File: src/hw/rv_core_pkg.sv
package rv_core_pkg;

    //////////////////////////////
    // widths and base types

    localparam int XLEN       = 32; // data and address width
    localparam int REG_ADDR_W = 5;  // 32 architectural registers

    typedef logic [XLEN-1:0]       word_t;
    typedef logic [REG_ADDR_W-1:0] reg_addr_t;

    localparam word_t RESET_PC = '0; // first fetch address after reset

    //////////////////////////////
    // major opcodes kept by this core

    typedef enum logic [6:0] {
        OPC_OP     = 7'b0110011, // register-register alu
        OPC_OP_IMM = 7'b0010011, // register-immediate alu
        OPC_LUI    = 7'b0110111,
        OPC_BRANCH = 7'b1100011,
        OPC_JAL    = 7'b1101111,
        OPC_STORE  = 7'b0100011  // sw only
    } opcode_e;

    // arithmetic and logic codes first, then the branch compares
    typedef enum logic [3:0] {
        ALU_ADD,
        ALU_SUB,
        ALU_SLL,
        ALU_SLT,
        ALU_SLTU,
        ALU_XOR,
        ALU_SRL,
        ALU_SRA,
        ALU_OR,
        ALU_AND,
        ALU_EQ,
        ALU_NE,
        ALU_LT,
        ALU_GE,
        ALU_LTU,
        ALU_GEU
    } alu_op_e;

    typedef enum logic {
        OP_A_RS1,  // register rs1
        OP_A_ZERO  // lui and jal
    } op_a_sel_e;

    typedef enum logic [2:0] {
        OP_B_RS2,
        OP_B_IMM_I,
        OP_B_IMM_U,
        OP_B_IMM_S,
        OP_B_FOUR  // link value for jal
    } op_b_sel_e;

    //////////////////////////////
    // instruction formats, msb first

    typedef struct packed {
        logic [6:0] funct7;
        logic [4:0] rs2;
        logic [4:0] rs1;
        logic [2:0] funct3;
        logic [4:0] rd;
        logic [6:0] opcode;
    } r_fmt_t;

    typedef struct packed {
        logic [11:0] imm;    // shamt lives in imm[4:0] for shifts
        logic [4:0]  rs1;
        logic [2:0]  funct3;
        logic [4:0]  rd;
        logic [6:0]  opcode;
    } i_fmt_t;

    typedef struct packed {
        logic [6:0] imm_11_5;
        logic [4:0] rs2;
        logic [4:0] rs1;
        logic [2:0] funct3;
        logic [4:0] imm_4_0;
        logic [6:0] opcode;
    } s_fmt_t;

    typedef struct packed {
        logic       imm_12;
        logic [5:0] imm_10_5;
        logic [4:0] rs2;
        logic [4:0] rs1;
        logic [2:0] funct3;
        logic [3:0] imm_4_1;
        logic       imm_11;
        logic [6:0] opcode;
    } b_fmt_t;

    typedef struct packed {
        logic [19:0] imm_31_12;
        logic [4:0]  rd;
        logic [6:0]  opcode;
    } u_fmt_t;

    typedef struct packed {
        logic       imm_20;
        logic [9:0] imm_10_1;
        logic       imm_11;
        logic [7:0] imm_19_12;
        logic [4:0] rd;
        logic [6:0] opcode;
    } j_fmt_t;

    // one fetched word, seen through whichever format its opcode picks
    typedef union packed {
        r_fmt_t r;
        i_fmt_t i;
        s_fmt_t s;
        b_fmt_t b;
        u_fmt_t u;
        j_fmt_t j;
    } instr_u;

endpackage

File: src/hw/rv_core.sv
`timescale 1ns/1ns

module rv_core import rv_core_pkg::*; #(
    parameter word_t RESET_PC = rv_core_pkg::RESET_PC
) (
    input  logic  CLK,
    input  logic  RESET,
    input  word_t instr_i,        // returned combinationally for pc_o
    output word_t pc_o,
    output logic  dmem_we_o,      // sw in this cycle, written on the closing edge
    output word_t dmem_addr_o,
    output word_t dmem_wdata_o,
    output logic  illegal_instr_o
);

    //////////////////////////////
    // internal nets

    word_t     pc;
    reg_addr_t rs1_addr;
    reg_addr_t rs2_addr;
    reg_addr_t rd_addr;
    logic      rf_we;
    op_a_sel_e op_a_sel;
    op_b_sel_e op_b_sel;
    alu_op_e   alu_op;
    word_t     imm;
    logic      is_branch;
    logic      is_jal;
    word_t     rs1_data;
    word_t     rs2_data;
    word_t     result;        // write-back value or store address
    logic      redirect;
    word_t     branch_offset;

    //////////////////////////////
    // datapath

    rv_fetch #(
        .RESET_PC        (RESET_PC)
    ) u_fetch (
        .CLK             (CLK),
        .RESET           (RESET),
        .redirect_i      (redirect),
        .branch_offset_i (branch_offset),
        .pc_o            (pc)
    );

    rv_decoder u_decoder (
        .instr_i     (instr_u'(instr_i)), // raw word, the decoder picks the view
        .rs1_addr_o  (rs1_addr),
        .rs2_addr_o  (rs2_addr),
        .rd_addr_o   (rd_addr),
        .rf_we_o     (rf_we),
        .op_a_sel_o  (op_a_sel),
        .op_b_sel_o  (op_b_sel),
        .alu_op_o    (alu_op),
        .imm_o       (imm),
        .is_branch_o (is_branch),
        .is_jal_o    (is_jal),
        .store_o     (dmem_we_o),
        .illegal_o   (illegal_instr_o)
    );

    rv_regfile u_regfile (
        .CLK        (CLK),
        .RESET      (RESET),
        .rs1_addr_i (rs1_addr),
        .rs2_addr_i (rs2_addr),
        .rd_addr_i  (rd_addr),
        .we_i       (rf_we),
        .wdata_i    (result),
        .rs1_data_o (rs1_data),
        .rs2_data_o (rs2_data)
    );

    rv_execute u_execute (
        .pc_i            (pc),
        .rs1_data_i      (rs1_data),
        .rs2_data_i      (rs2_data),
        .imm_i           (imm),
        .op_a_sel_i      (op_a_sel),
        .op_b_sel_i      (op_b_sel),
        .alu_op_i        (alu_op),
        .is_branch_i     (is_branch),
        .is_jal_i        (is_jal),
        .result_o        (result),
        .redirect_o      (redirect),
        .branch_offset_o (branch_offset)
    );

    assign pc_o         = pc;
    assign dmem_addr_o  = result;   // rs1 + S offset for sw
    assign dmem_wdata_o = rs2_data;

endmodule

File: src/hw/rv_decoder.sv
`timescale 1ns/1ns

module rv_decoder import rv_core_pkg::*; (
    input  instr_u    instr_i,
    output reg_addr_t rs1_addr_o,
    output reg_addr_t rs2_addr_o,
    output reg_addr_t rd_addr_o,
    output logic      rf_we_o,
    output op_a_sel_e op_a_sel_o,
    output op_b_sel_e op_b_sel_o,
    output alu_op_e   alu_op_o,
    output word_t     imm_o,       // sign extended, format follows the opcode
    output logic      is_branch_o,
    output logic      is_jal_o,
    output logic      store_o,
    output logic      illegal_o
);

    word_t imm_i_ext;
    word_t imm_s_ext;
    word_t imm_b_ext; // byte offset, bit 0 always zero
    word_t imm_u_ext;
    word_t imm_j_ext;
    logic  funct7_ok; // base or alternate encoding
    logic  illegal;   // raw verdict before side effects are gated

    // funct3 to alu code for OP and OP_IMM, alt picks sub and sra
    function automatic alu_op_e arith_op(input logic [2:0] funct3, input logic alt);
        alu_op_e op;
        case (funct3)
            3'b000:  op = alt ? ALU_SUB : ALU_ADD;
            3'b001:  op = ALU_SLL;
            3'b010:  op = ALU_SLT;
            3'b011:  op = ALU_SLTU;
            3'b100:  op = ALU_XOR;
            3'b101:  op = alt ? ALU_SRA : ALU_SRL;
            3'b110:  op = ALU_OR;
            default: op = ALU_AND;
        endcase
        return op;
    endfunction

    // register fields sit at the same place in every format that has them
    assign rs1_addr_o = instr_i.r.rs1;
    assign rs2_addr_o = instr_i.r.rs2;
    assign rd_addr_o  = instr_i.r.rd;

    //////////////////////////////
    // immediates per format

    assign imm_i_ext = {{20{instr_i.i.imm[11]}}, instr_i.i.imm};
    assign imm_s_ext = {{20{instr_i.s.imm_11_5[6]}}, instr_i.s.imm_11_5, instr_i.s.imm_4_0};
    assign imm_b_ext = {{20{instr_i.b.imm_12}}, instr_i.b.imm_11, instr_i.b.imm_10_5,
                        instr_i.b.imm_4_1, 1'b0};
    assign imm_u_ext = {instr_i.u.imm_31_12, 12'b0}; // low bits zero, no extension
    assign imm_j_ext = {{12{instr_i.j.imm_20}}, instr_i.j.imm_19_12, instr_i.j.imm_11,
                        instr_i.j.imm_10_1, 1'b0};

    assign funct7_ok = (instr_i.r.funct7 == 7'b0000000) || (instr_i.r.funct7 == 7'b0100000);

    //////////////////////////////
    // control decode

    always_comb begin
        rf_we_o     = 1'b0;
        op_a_sel_o  = OP_A_RS1;
        op_b_sel_o  = OP_B_RS2;
        alu_op_o    = ALU_ADD;
        imm_o       = '0;
        is_branch_o = 1'b0;
        is_jal_o    = 1'b0;
        store_o     = 1'b0;
        illegal     = 1'b0;
        case (instr_i.r.opcode)
            OPC_OP: begin
                rf_we_o  = 1'b1;
                alu_op_o = arith_op(instr_i.r.funct3, instr_i.r.funct7[5]);
                illegal  = !funct7_ok;
            end
            OPC_OP_IMM: begin
                rf_we_o    = 1'b1;
                op_b_sel_o = OP_B_IMM_I;
                imm_o      = imm_i_ext;
                // only the shifts carry a funct7 in the upper immediate bits
                if (instr_i.i.funct3 == 3'b001 || instr_i.i.funct3 == 3'b101) begin
                    alu_op_o = arith_op(instr_i.r.funct3, instr_i.r.funct7[5]);
                    illegal  = !funct7_ok;
                end else begin
                    alu_op_o = arith_op(instr_i.i.funct3, 1'b0); // there is no subi
                end
            end
            OPC_LUI: begin
                rf_we_o    = 1'b1;
                op_a_sel_o = OP_A_ZERO; // 0 + imm
                op_b_sel_o = OP_B_IMM_U;
                imm_o      = imm_u_ext;
            end
            OPC_BRANCH: begin
                is_branch_o = 1'b1;
                imm_o       = imm_b_ext; // consumed as the target offset
                case (instr_i.b.funct3)
                    3'b000:  alu_op_o = ALU_EQ;
                    3'b001:  alu_op_o = ALU_NE;
                    3'b100:  alu_op_o = ALU_LT;
                    3'b101:  alu_op_o = ALU_GE;
                    3'b110:  alu_op_o = ALU_LTU;
                    3'b111:  alu_op_o = ALU_GEU;
                    default: illegal  = 1'b1; // 010 and 011 are unassigned
                endcase
            end
            OPC_JAL: begin
                rf_we_o    = 1'b1;
                is_jal_o   = 1'b1;
                op_a_sel_o = OP_A_ZERO; // execute adds the pc to get the link
                op_b_sel_o = OP_B_FOUR;
                imm_o      = imm_j_ext;
            end
            OPC_STORE: begin
                store_o    = 1'b1;
                op_b_sel_o = OP_B_IMM_S; // rs1 + offset is the address
                imm_o      = imm_s_ext;
                illegal    = instr_i.s.funct3 != 3'b010; // sb and sh are not supported
            end
            default: illegal = 1'b1; // loads, jalr, auipc, fence, system
        endcase

        // a rejected word behaves as a plain pc + 4
        if (illegal) begin
            rf_we_o     = 1'b0;
            store_o     = 1'b0;
            is_branch_o = 1'b0;
            is_jal_o    = 1'b0;
        end
    end

    assign illegal_o = illegal;

endmodule

File: src/hw/rv_execute.sv
`timescale 1ns/1ns

module rv_execute import rv_core_pkg::*; (
    input  word_t     pc_i,
    input  word_t     rs1_data_i,
    input  word_t     rs2_data_i,
    input  word_t     imm_i,
    input  op_a_sel_e op_a_sel_i,
    input  op_b_sel_e op_b_sel_i,
    input  alu_op_e   alu_op_i,
    input  logic      is_branch_i,
    input  logic      is_jal_i,
    output word_t     result_o,        // rd value, also the store address
    output logic      redirect_o,
    output word_t     branch_offset_o
);

    word_t      op_a;
    word_t      op_b;
    word_t      alu_res;
    logic       cmp_flag; // branch condition and slt result
    logic [4:0] shamt;    // shifts use only the low five bits

    //////////////////////////////
    // operand select

    assign op_a = (op_a_sel_i == OP_A_ZERO) ? '0 : rs1_data_i;

    always_comb begin
        case (op_b_sel_i)
            OP_B_RS2:                           op_b = rs2_data_i;
            // the decoder has already shaped imm_i for the format
            OP_B_IMM_I, OP_B_IMM_U, OP_B_IMM_S: op_b = imm_i;
            OP_B_FOUR:                          op_b = XLEN'(4);
            default:                            op_b = rs2_data_i; // unused encodings
        endcase
    end

    assign shamt = op_b[4:0];

    //////////////////////////////
    // compare and alu

    always_comb begin
        case (alu_op_i)
            ALU_EQ:            cmp_flag = op_a == op_b;
            ALU_NE:            cmp_flag = op_a != op_b;
            ALU_LT, ALU_SLT:   cmp_flag = $signed(op_a) < $signed(op_b);
            ALU_GE:            cmp_flag = $signed(op_a) >= $signed(op_b);
            ALU_LTU, ALU_SLTU: cmp_flag = op_a < op_b;
            ALU_GEU:           cmp_flag = op_a >= op_b;
            default:           cmp_flag = 1'b0;
        endcase
    end

    always_comb begin
        case (alu_op_i)
            ALU_ADD: alu_res = op_a + op_b;
            ALU_SUB: alu_res = op_a - op_b;
            ALU_SLL: alu_res = op_a << shamt;
            ALU_XOR: alu_res = op_a ^ op_b;
            ALU_SRL: alu_res = op_a >> shamt;
            ALU_SRA: alu_res = $unsigned($signed(op_a) >>> shamt); // sign fill
            ALU_OR:  alu_res = op_a | op_b;
            ALU_AND: alu_res = op_a & op_b;
            default: alu_res = {{(XLEN-1){1'b0}}, cmp_flag}; // slt(u) and compares
        endcase
    end

    // jal link is 0 + 4 from the alu, the pc is folded in here
    assign result_o = is_jal_i ? (pc_i + alu_res) : alu_res;

    //////////////////////////////
    // redirect

    assign redirect_o      = is_jal_i || (is_branch_i && cmp_flag);
    assign branch_offset_o = imm_i; // B or J offset, picked by the decoder

endmodule

File: src/hw/rv_fetch.sv
`timescale 1ns/1ns

module rv_fetch import rv_core_pkg::*; #(
    parameter word_t RESET_PC = rv_core_pkg::RESET_PC
) (
    input  logic  CLK,
    input  logic  RESET,
    input  logic  redirect_i,      // taken branch or jal
    input  word_t branch_offset_i, // pc-relative, already sign extended
    output word_t pc_o
);

    //////////////////////////////
    // program counter

    word_t pc_q;    // address of the instruction executing now
    word_t pc_step; // amount added on the coming edge
    word_t pc_next;

    // sequential flow is one word, any redirect is relative to this pc
    assign pc_step = redirect_i ? branch_offset_i : XLEN'(4);
    assign pc_next = pc_q + pc_step;

    always_ff @(posedge CLK) begin
        if (RESET) begin
            pc_q <= RESET_PC;
        end else begin
            pc_q <= pc_next; // every cycle retires one instruction
        end
    end

    assign pc_o = pc_q; // goes straight to the instruction port

endmodule

File: src/hw/rv_regfile.sv
`timescale 1ns/1ns

module rv_regfile import rv_core_pkg::*; (
    input  logic      CLK,
    input  logic      RESET,
    input  reg_addr_t rs1_addr_i,
    input  reg_addr_t rs2_addr_i,
    input  reg_addr_t rd_addr_i,
    input  logic      we_i,
    input  word_t     wdata_i,
    output word_t     rs1_data_o,
    output word_t     rs2_data_o
);

    word_t regs_q [1:31]; // x1..x31, x0 has no storage

    //////////////////////////////
    // write port

    always_ff @(posedge CLK) begin
        if (RESET) begin
            for (int k = 1; k < 32; k++) begin
                regs_q[k] <= '0;
            end
        end else if (we_i && (rd_addr_i != '0)) begin // x0 writes dropped
            regs_q[rd_addr_i] <= wdata_i;
        end
    end

    //////////////////////////////
    // read ports, combinational

    // new data is visible only after the edge, no bypass needed in one cycle
    assign rs1_data_o = (rs1_addr_i == '0) ? '0 : regs_q[rs1_addr_i];
    assign rs2_data_o = (rs2_addr_i == '0) ? '0 : regs_q[rs2_addr_i];

endmodule

File: config.mk
export PLATFORM = sky130hd
export DESIGN_NAME = rv_core
export DESIGN_NICKNAME = d
export VERILOG_FILES = /design/src/hw/rv_core_pkg.sv /design/src/hw/rv_core.sv /design/src/hw/rv_decoder.sv /design/src/hw/rv_execute.sv /design/src/hw/rv_fetch.sv /design/src/hw/rv_regfile.sv
export SDC_FILE = /design/constraint.sdc
export NUM_CORES = 2
export LEC_CHECK = 0
export BUFFER_PORTS_ARGS = -buffer_cell sky130_fd_sc_hd__buf_4
export CORE_AREA = 5 5 741 376
export DETAILED_ROUTE_END_ITERATION = 8
export DIE_AREA = 0 0 746 381
export PLACE_DENSITY = 0.48
export SETUP_SLACK_MARGIN = 0.05
export SYNTH_ARGS = -nofsm -noshare
export SYNTH_HDL_FRONTEND = slang
export SYNTH_SLANG_ARGS = --single-unit
File: constraint.sdc
create_clock -name CLK -period 10.4 [get_ports CLK]
set_input_delay 1.04 -clock CLK [delete_from_list [all_inputs] [get_ports CLK]]
set_output_delay 1.04 -clock CLK [all_outputs]
set_load 0.005 [all_outputs]
Word-level counts from Yosys, hierarchy flattened
Memory sizes are Yosys's and may differ from the RTL's.
Index checks and enable logic that the tools add are counted.
Word-level totals
  bits in registers: 32
  bits in writable memories: 992
  bits of input ports: 34
  output and inout bits: 98
  word-level logic and storage cells: 108
  memories: 1
Memory list
  u_regfile.regs_q: words 31, bits a word 32, rd ports 2, clocked after Yosys merged registers in 0, wr ports 31, RTL line rv_regfile.sv:15  | word_t regs_q [1:31];
Operators by class
  $add $sub $neg: 4
  magnitude comparators: 4
  equal/unequal tests: 36
  shifts and indexed selects: 3
  mux-type cells: 37
  bitwise operators: 3
  reduce and logical (&&, ||, !) cells: 19
Operators by type and width (count)
  one-hot mux 32 bit (8 select lines): 1
  two-way mux 32 bit: 6
  one-hot mux 32 bit (5 select lines): 1
  adder 32 bit: 3
  >= comparator 32 bit: 2
  < comparator 32 bit: 2
  one-hot mux 32 bit (2 select lines): 1
  one-hot mux 4 bit (7 select lines): 2
  AND 32 bit: 1
  equality test 32 bit: 1
  equality test 4 bit, second input constant: 8
  != test 32 bit: 1
  OR 32 bit: 1
  OR reduction 32 bit: 1
  left shift 32 x 5 -> 32 bit: 1
  >> shifter 32 x 5 -> 32 bit: 1
  >>> shifter 32 x 5 -> 32 bit: 1
  subtractor 32 bit: 1
  XOR 32 bit: 1
  equality test 7 x 6 -> 1 bit, second input constant: 4
  one-hot mux 4 bit (6 select lines): 1
  two-way mux 1 bit: 19
  equality test 4 x 3 -> 1 bit, second input constant: 4
  equality test 3 bit, second input constant: 5
  other kinds (25): 37

Logic depth before layout (Yosys ltp)
  depth in word-level cells: 12
  mapped depth: 43
  mapped depth without buffers: 31

By module
From an unflattened synthesis, not the netlist that was laid out.
Unflattened totals
  cells, all modules: 6025
  area total of the unflattened synthesis: 70425.0 um^2
Modules (own cells, without submodules)
  rv_regfile: instances 1, cells each 3690, area each 54713.7 um^2, seq. area each 30749.5 um^2
  rv_execute: instances 1, cells each 1860, area each 12081.6 um^2, seq. area each 0.0 um^2
  rv_fetch: instances 1, cells each 355, area each 2811.4 um^2, seq. area each 640.6 um^2
  rv_decoder: instances 1, cells each 120, area each 818.3 um^2, seq. area each 0.0 um^2

Worst setup path after synthesis
Ideal clock, no wire load.
  path kind: in2out
  start point: in instr_i[20]
  end point: out dmem_addr_o[30]
  arrival: 9.852 ns
  data required time: 9.360 ns
  setup slack: -0.492 ns
  cell stages on the path: 40
  path buffers: 12
  cell sequence: buf_6 buf_12 buf_12 buf_12 buf_6 buf_2 buf_2 buf_2 buf_2 buf_2 mux2i_1 o221ai_1 a221oi_1 nor3_1 a21o_1 ha_1 clkbuf_1 or4_1 [... 4 more ...] nand2_1 o311a_1 a32oi_1 ha_1 inv_1 fa_1 nor2b_1 o21ai_0 a21oi_1 o21ai_0 o31a_1 o311ai_0 nand3_1 a21boi_0 o21ai_0 xor2_1 clkbuf_1 a21oi_1
Between the ends
  cells in the longest elaborated chain, start to end: 8
  elaborated cells between the ends (all ways): 23
  those cells by class: add/sub (3); order compare (4); eq/ne (2); shift (3); mux (6); bitwise (3); reduce/logical (1); memory (1)
RTL lines
  from (decl): RTL line rv_core.sv:8  | input word_t instr_i,
  memory (31 x 32 bit) or logical NOT 5 bit (tied branches)
  two-way mux 32 bit *: RTL line rv_regfile.sv:35  | assign rs2_data_o = (rs2_addr_i == '0) ? '0 : regs_q[rs2_addr_i];
  via dmem_wdata_o[20]: RTL line rv_core.sv:12  | output word_t dmem_wdata_o,
  one-hot mux 32 bit (2 select lines) *: RTL line rv_execute.sv:30  | case (op_b_sel_i)
  >= comparator 32 bit (tied with other cells): RTL line rv_execute.sv:51  | ALU_GEU: cmp_flag = op_a >= op_b;
  one-hot mux 1 bit (6 select lines): RTL line rv_execute.sv:45  | case (alu_op_i)
  one-hot mux 32 bit (8 select lines) *: RTL line rv_execute.sv:57  | case (alu_op_i)
  adder 32 bit: RTL line rv_execute.sv:71  | assign result_o = is_jal_i ? (pc_i + alu_res) : alu_res;
  two-way mux 32 bit *: RTL line rv_execute.sv:71
  to (decl): RTL line rv_core.sv:11  | output word_t dmem_addr_o,
Mark *: on every way through the listed nets, which the timed path passes. The rest lies on a longest branch.

Worst setup path in the final report
  start point: in instr_i[15]
  end point: out dmem_addr_o[31]
Between the ends
  cells in the longest elaborated chain, start to end: 8
  elaborated cells between the ends (all ways): 24
  those cells by class: add/sub (3); order compare (4); eq/ne (2); shift (3); mux (7); bitwise (3); reduce/logical (1); memory (1)
RTL lines
  memory (31 x 32 bit) or logical NOT 5 bit (tied branches)
  two-way mux 32 bit: RTL line rv_regfile.sv:34  | assign rs1_data_o = (rs1_addr_i == '0) ? '0 : regs_q[rs1_addr_i];
  two-way mux 32 bit: RTL line rv_execute.sv:27  | assign op_a = (op_a_sel_i == OP_A_ZERO) ? '0 : rs1_data_i;
  >= comparator 32 bit (tied with other cells): RTL line rv_execute.sv:51
  one-hot mux 1 bit (6 select lines): RTL line rv_execute.sv:45
  one-hot mux 32 bit (8 select lines) *: RTL line rv_execute.sv:57
  adder 32 bit: RTL line rv_execute.sv:71
  two-way mux 32 bit *: RTL line rv_execute.sv:71
Mark *: on every way between the ends. The rest lies on a longest branch, timed or not.

==> flow_metrics.py <==
metrics = {
    "yosys": {
        "ys_seq_elements": 1056,
        "avgSynthCellArea_um2": 11.6,
        "synth_area_mm2": 0.0674,
        "synthCells": 5810,
        "yosys_warnings": 0,
        "synth_edf_count": 1024,
        "synth.distinct_cells": 113,
        "ys_seq_area_share_pct": 46.6,
        "synth_flop_cell": "edfxtp_1",
        "async_flop_share_pct": 0,
    },
    "grt": {
        "grt_pass1_vias": 58100,
        "antenna_found_initial": 40,
        "grt-ovfl-total": 0,
        "grt_pass1_wl_um": 546000,
        "grt_max_degree": 65,
        "grtUsageTotal_pct": 28.3,
    },
    "placed_design": {
        "place.detailed.hpwl_um": 307000,
        "io_buffer_count": 131,
        "place_congestion": 1.14,
    },
    "timing": {
        "finalClockSkew_ps": 65.4,
        "fmax_mhz": 94.9,
        "max_slew.worst_pin.slew_ps": 1670,
        "tns_ps": -140,
        "hold_violations": 0,
        "relSlewSlack_pct": -14.4,
        "finalSetupViolations": 1,
        "worst_slack_ps": -140,
        "fin_crit_sh_pct": 101,
        "slew_violations": 21,
        "holdWs_ps": 764,
        "rsz0062_at_grt": "yes",
        "fin_crit_ps": 10540,
    },
    "run_status": {
        "violations": "max-capacitance violations, max-slew violations, negative setup slack",
        "status": "finished, violations left",
    },
    "floorplan": {
        "initial_utilization_pct": 24.8,
        "die_h_um": 381,
        "die_x_um": 746,
        "fp.dieArea_mm2": 0.284,
        "rows": 136,
        "core_area_mm2": 0.272,
        "io-pin-count": 132,
    },
    "detailed_routing": {
        "drt_pass1_iterations": 9,
        "ant_nets": 0,
        "vias_per_cell": 6.01,
        "drc_errors": 0,
        "drt_iter0_markers": 12400,
        "wl_per_cell_um": 39.4,
        "drt-total-wl_um": 422000,
        "vias": 64300,
    },
    "worst_setup_path": {
        "critical_path_arrival_ps": 9500,
        "r2r_start": "u_regfile.regs_q[0][6]$_DFFE_PP_",
        "crit_buf_inv": 14,
        "r2r_setup_slack_ps": 1220,
        "slowest_stage": "o32ai_1",
        "critPathTopFamily": "compound AO/OA/AOI/OAI gates",
        "slowest_delay_ps": 800,
        "path_max_fanout": 13,
        "criticalPathCategory": "in -> out",
        "required_ps": 9360,
        "start_kind": "primary input",
        "crit_top_cell": "buf_4",
        "timing.rr.end": "u_regfile.regs_q[6][31]$_SDFFCE_PN0P_",
        "endpoint_kind": "primary output",
        "rr_worst_depth": 32,
    },
    "clocking": {
        "cts_tree": "yes",
        "h-tree-depth": 3,
        "clockRootBuffer": "clkbuf_16",
        "numCtsBuffers": 98,
        "cts_hold_buffers": 0,
        "clkSlewWorstSetupHoldPaths_ps": 60,
        "clock-sinks": 1056,
        "insertion_delay_ps": 750,
        "clockBufferDepth": 3,
    },
    "worst_hold_path": {
        "hold_start": "RESET",
        "hold_depth": 2,
        "min_path_type": "in -> reg",
        "worstHoldEndpoint": "u_fetch.pc_o[29]$_SDFF_PP0_",
    },
    "pwr": {
        "pwr-share-seq_pct": 32.9,
        "p_sw_mw": 6.07,
        "p_int_mw": 9.06,
        "ir_drop_mv": 0.134,
        "swShare_pct": 40.1,
        "power_density_mw_per_mm2": 171,
        "power_frac_clock_pct": 25.2,
        "p_comb_share_pct": 42.0,
        "p_leak_nw": 34.5,
    },
    "cells_and_area": {
        "most-common-layout-cells": "buf_4, nor2_1, edfxtp_1",
        "multiInputGateArea_mm2": 0.0349,
        "syn_to_final_growth_pct": 31.0,
        "drive_gt1_share_pct": 36.6,
        "fill_cells": 27300,
        "seq_area_mm2": 0.0314,
        "final_nets": 7107,
        "final_common_cell": "buf_4",
    },
    "run": {
        "drv_cap": 4,
    },
}
==> through the flow <==
step / std cells / power (mW) / util [%] / instance area [um2] / setup slack, ps
after floorplan: 5842 / 7.32 / - / 67500 / 56.0
after CTS: 10600 / 14.6 / 31.7 / 86400 / 50.9
after global placement: 10300 / 10.7 / 30.0 / 81800 / -1010
after detailed placement: 10300 / 10.7 / 30.0 / 81800 / -1040
final: 10700 / 15.1 / 32.4 / 88300 / -140
after global routing: 10700 / 15.4 / 32.4 / 88200 / -44.3
==> kinds of logic (layout without fill, tap and decap cells) <==
kind of cell | Yosys count | count (layout) | share of synthesized area (%)
buffers and inverters | 697 | 1837 | 4.88
multiplexers | 782 | 782 | 19.7
adder cells (fa/ha/maj) | 169 | 169 | 3.18
AO/OA/AOI/OAI | 1166 | 1166 | 12.3
AND/OR/NAND/NOR | 1878 | 1878 | 12.5
XOR/XNOR | 61 | 61 | 0.793
flip-flops | 1056 | 1056 | 46.6
other | 1 | 91 | 0.00557
==> worst register-to-register path, delay by kind of cell (launching register included) <==
kind,cells,cell delay [ps]
fa+ha+maj,2,560
flops,1,500
mux,4,2040
buf+inv,10,1850
simple gates,7,1630
compound gates,8,2040
xor+xnor,1,320
==> synth_stat cells, types with 17 or more instances <==
master        n  area share, %
nor2_1     1073            6.0
edfxtp_1   1024             46
mux4_2      429             14
mux2i_1     316            4.7
nand2_1     300            1.7
clkbuf_1    291            1.6
a21oi_1     253            1.9
ha_1        165            3.1
buf_2       152            1.1
inv_1       130           0.72
o21ai_0     126           0.94
o22ai_1     110            1.0
nor3_1       83           0.62
nand3_1      80           0.59
a211oi_1     76           0.85
o221ai_1     54           0.70
a21o_1       53           0.59
o211ai_1     52           0.58
a221oi_1     51           0.66
nand4_1      51           0.47
a22o_1       50           0.65
a22oi_1      44           0.49
buf_6        41           0.69
xnor2_1      36           0.47
nor2b_1      35           0.33
a2111o_1     32           0.53
dfxtp_1      32           0.95
nor2_2       32           0.30
nor3_2       31           0.46
o22a_1       31           0.40
mux2_2       30           0.50
buf_1        29           0.16
nand2b_1     28           0.26
xor2_1       25           0.33
buf_4        24           0.27
inv_2        22           0.12
nor4_1       22           0.20
a31oi_1      20           0.19
and3_1       20           0.19
or3_1        20           0.19
o2111ai_1    19           0.25
o21a_1       18           0.20
o21bai_1     17           0.19
o31ai_1      17           0.19
==> metal layers <==
layer  GRT usage, %  part of all wire [%]  vias up
met2           31.6                    33     5798
met1           42.1                    44    33200
met4           6.58                   2.8       28
met5           4.97                  0.52        -
met3           18.3                    20      664
li1               -                     -    24600
==> timing repair <==
item | in CTS | in global routing
buffers inserted | 47 | 62
pin swaps | 33 | 79
gates cloned | 10 | 4
gates resized for setup | 144 | 215
setup endpoints to repair | 18 | 13
==> flip-flops by register name, indices dropped and copies added, names as in the netlist <==
signal            count
u_fetch.pc_o         32
u_regfile.regs_q   1024
==> power groups by stage <==
| stage | clock network [mW] | logic [mW] | registers [mW] |
|---|---|---|---|
| after floorplan | 0 | 2.34 | 4.98 |
| after global placement | 0 | 5.67 | 5.05 |
| after detailed placement | 0 | 5.65 | 5.05 |
| after CTS | 3.83 | 5.79 | 4.96 |
| after global routing | 4.01 | 6.39 | 4.98 |
| final | 3.81 | 6.35 | 4.97 |
==> final cells by class <==
class                   count  area share [%]
multi-input cells        4089            39.5
diodes                     58           0.164
clock buffers             123            2.96
inverters                 155           0.670
clock inverters            55           0.608
flip-flops and latches   1056            35.6
well taps                3657            5.18
repair buffers           1504            15.4
==> worst max-delay path by stage <==
stage,from,endpoint,slack [ps],cells past startpoint
after global placement,instr_i[21],dmem_addr_o[31],-1010,39
after floorplan,instr_i[20],dmem_addr_o[30],60,40
after detailed placement,instr_i[21],dmem_addr_o[31],-1040,39
after CTS,instr_i[20],dmem_addr_o[31],50,40
final,instr_i[15],dmem_addr_o[31],-140,33
after global routing,instr_i[21],dmem_addr_o[31],-40,43
Note: power is estimated with default switching activity, not from simulation.
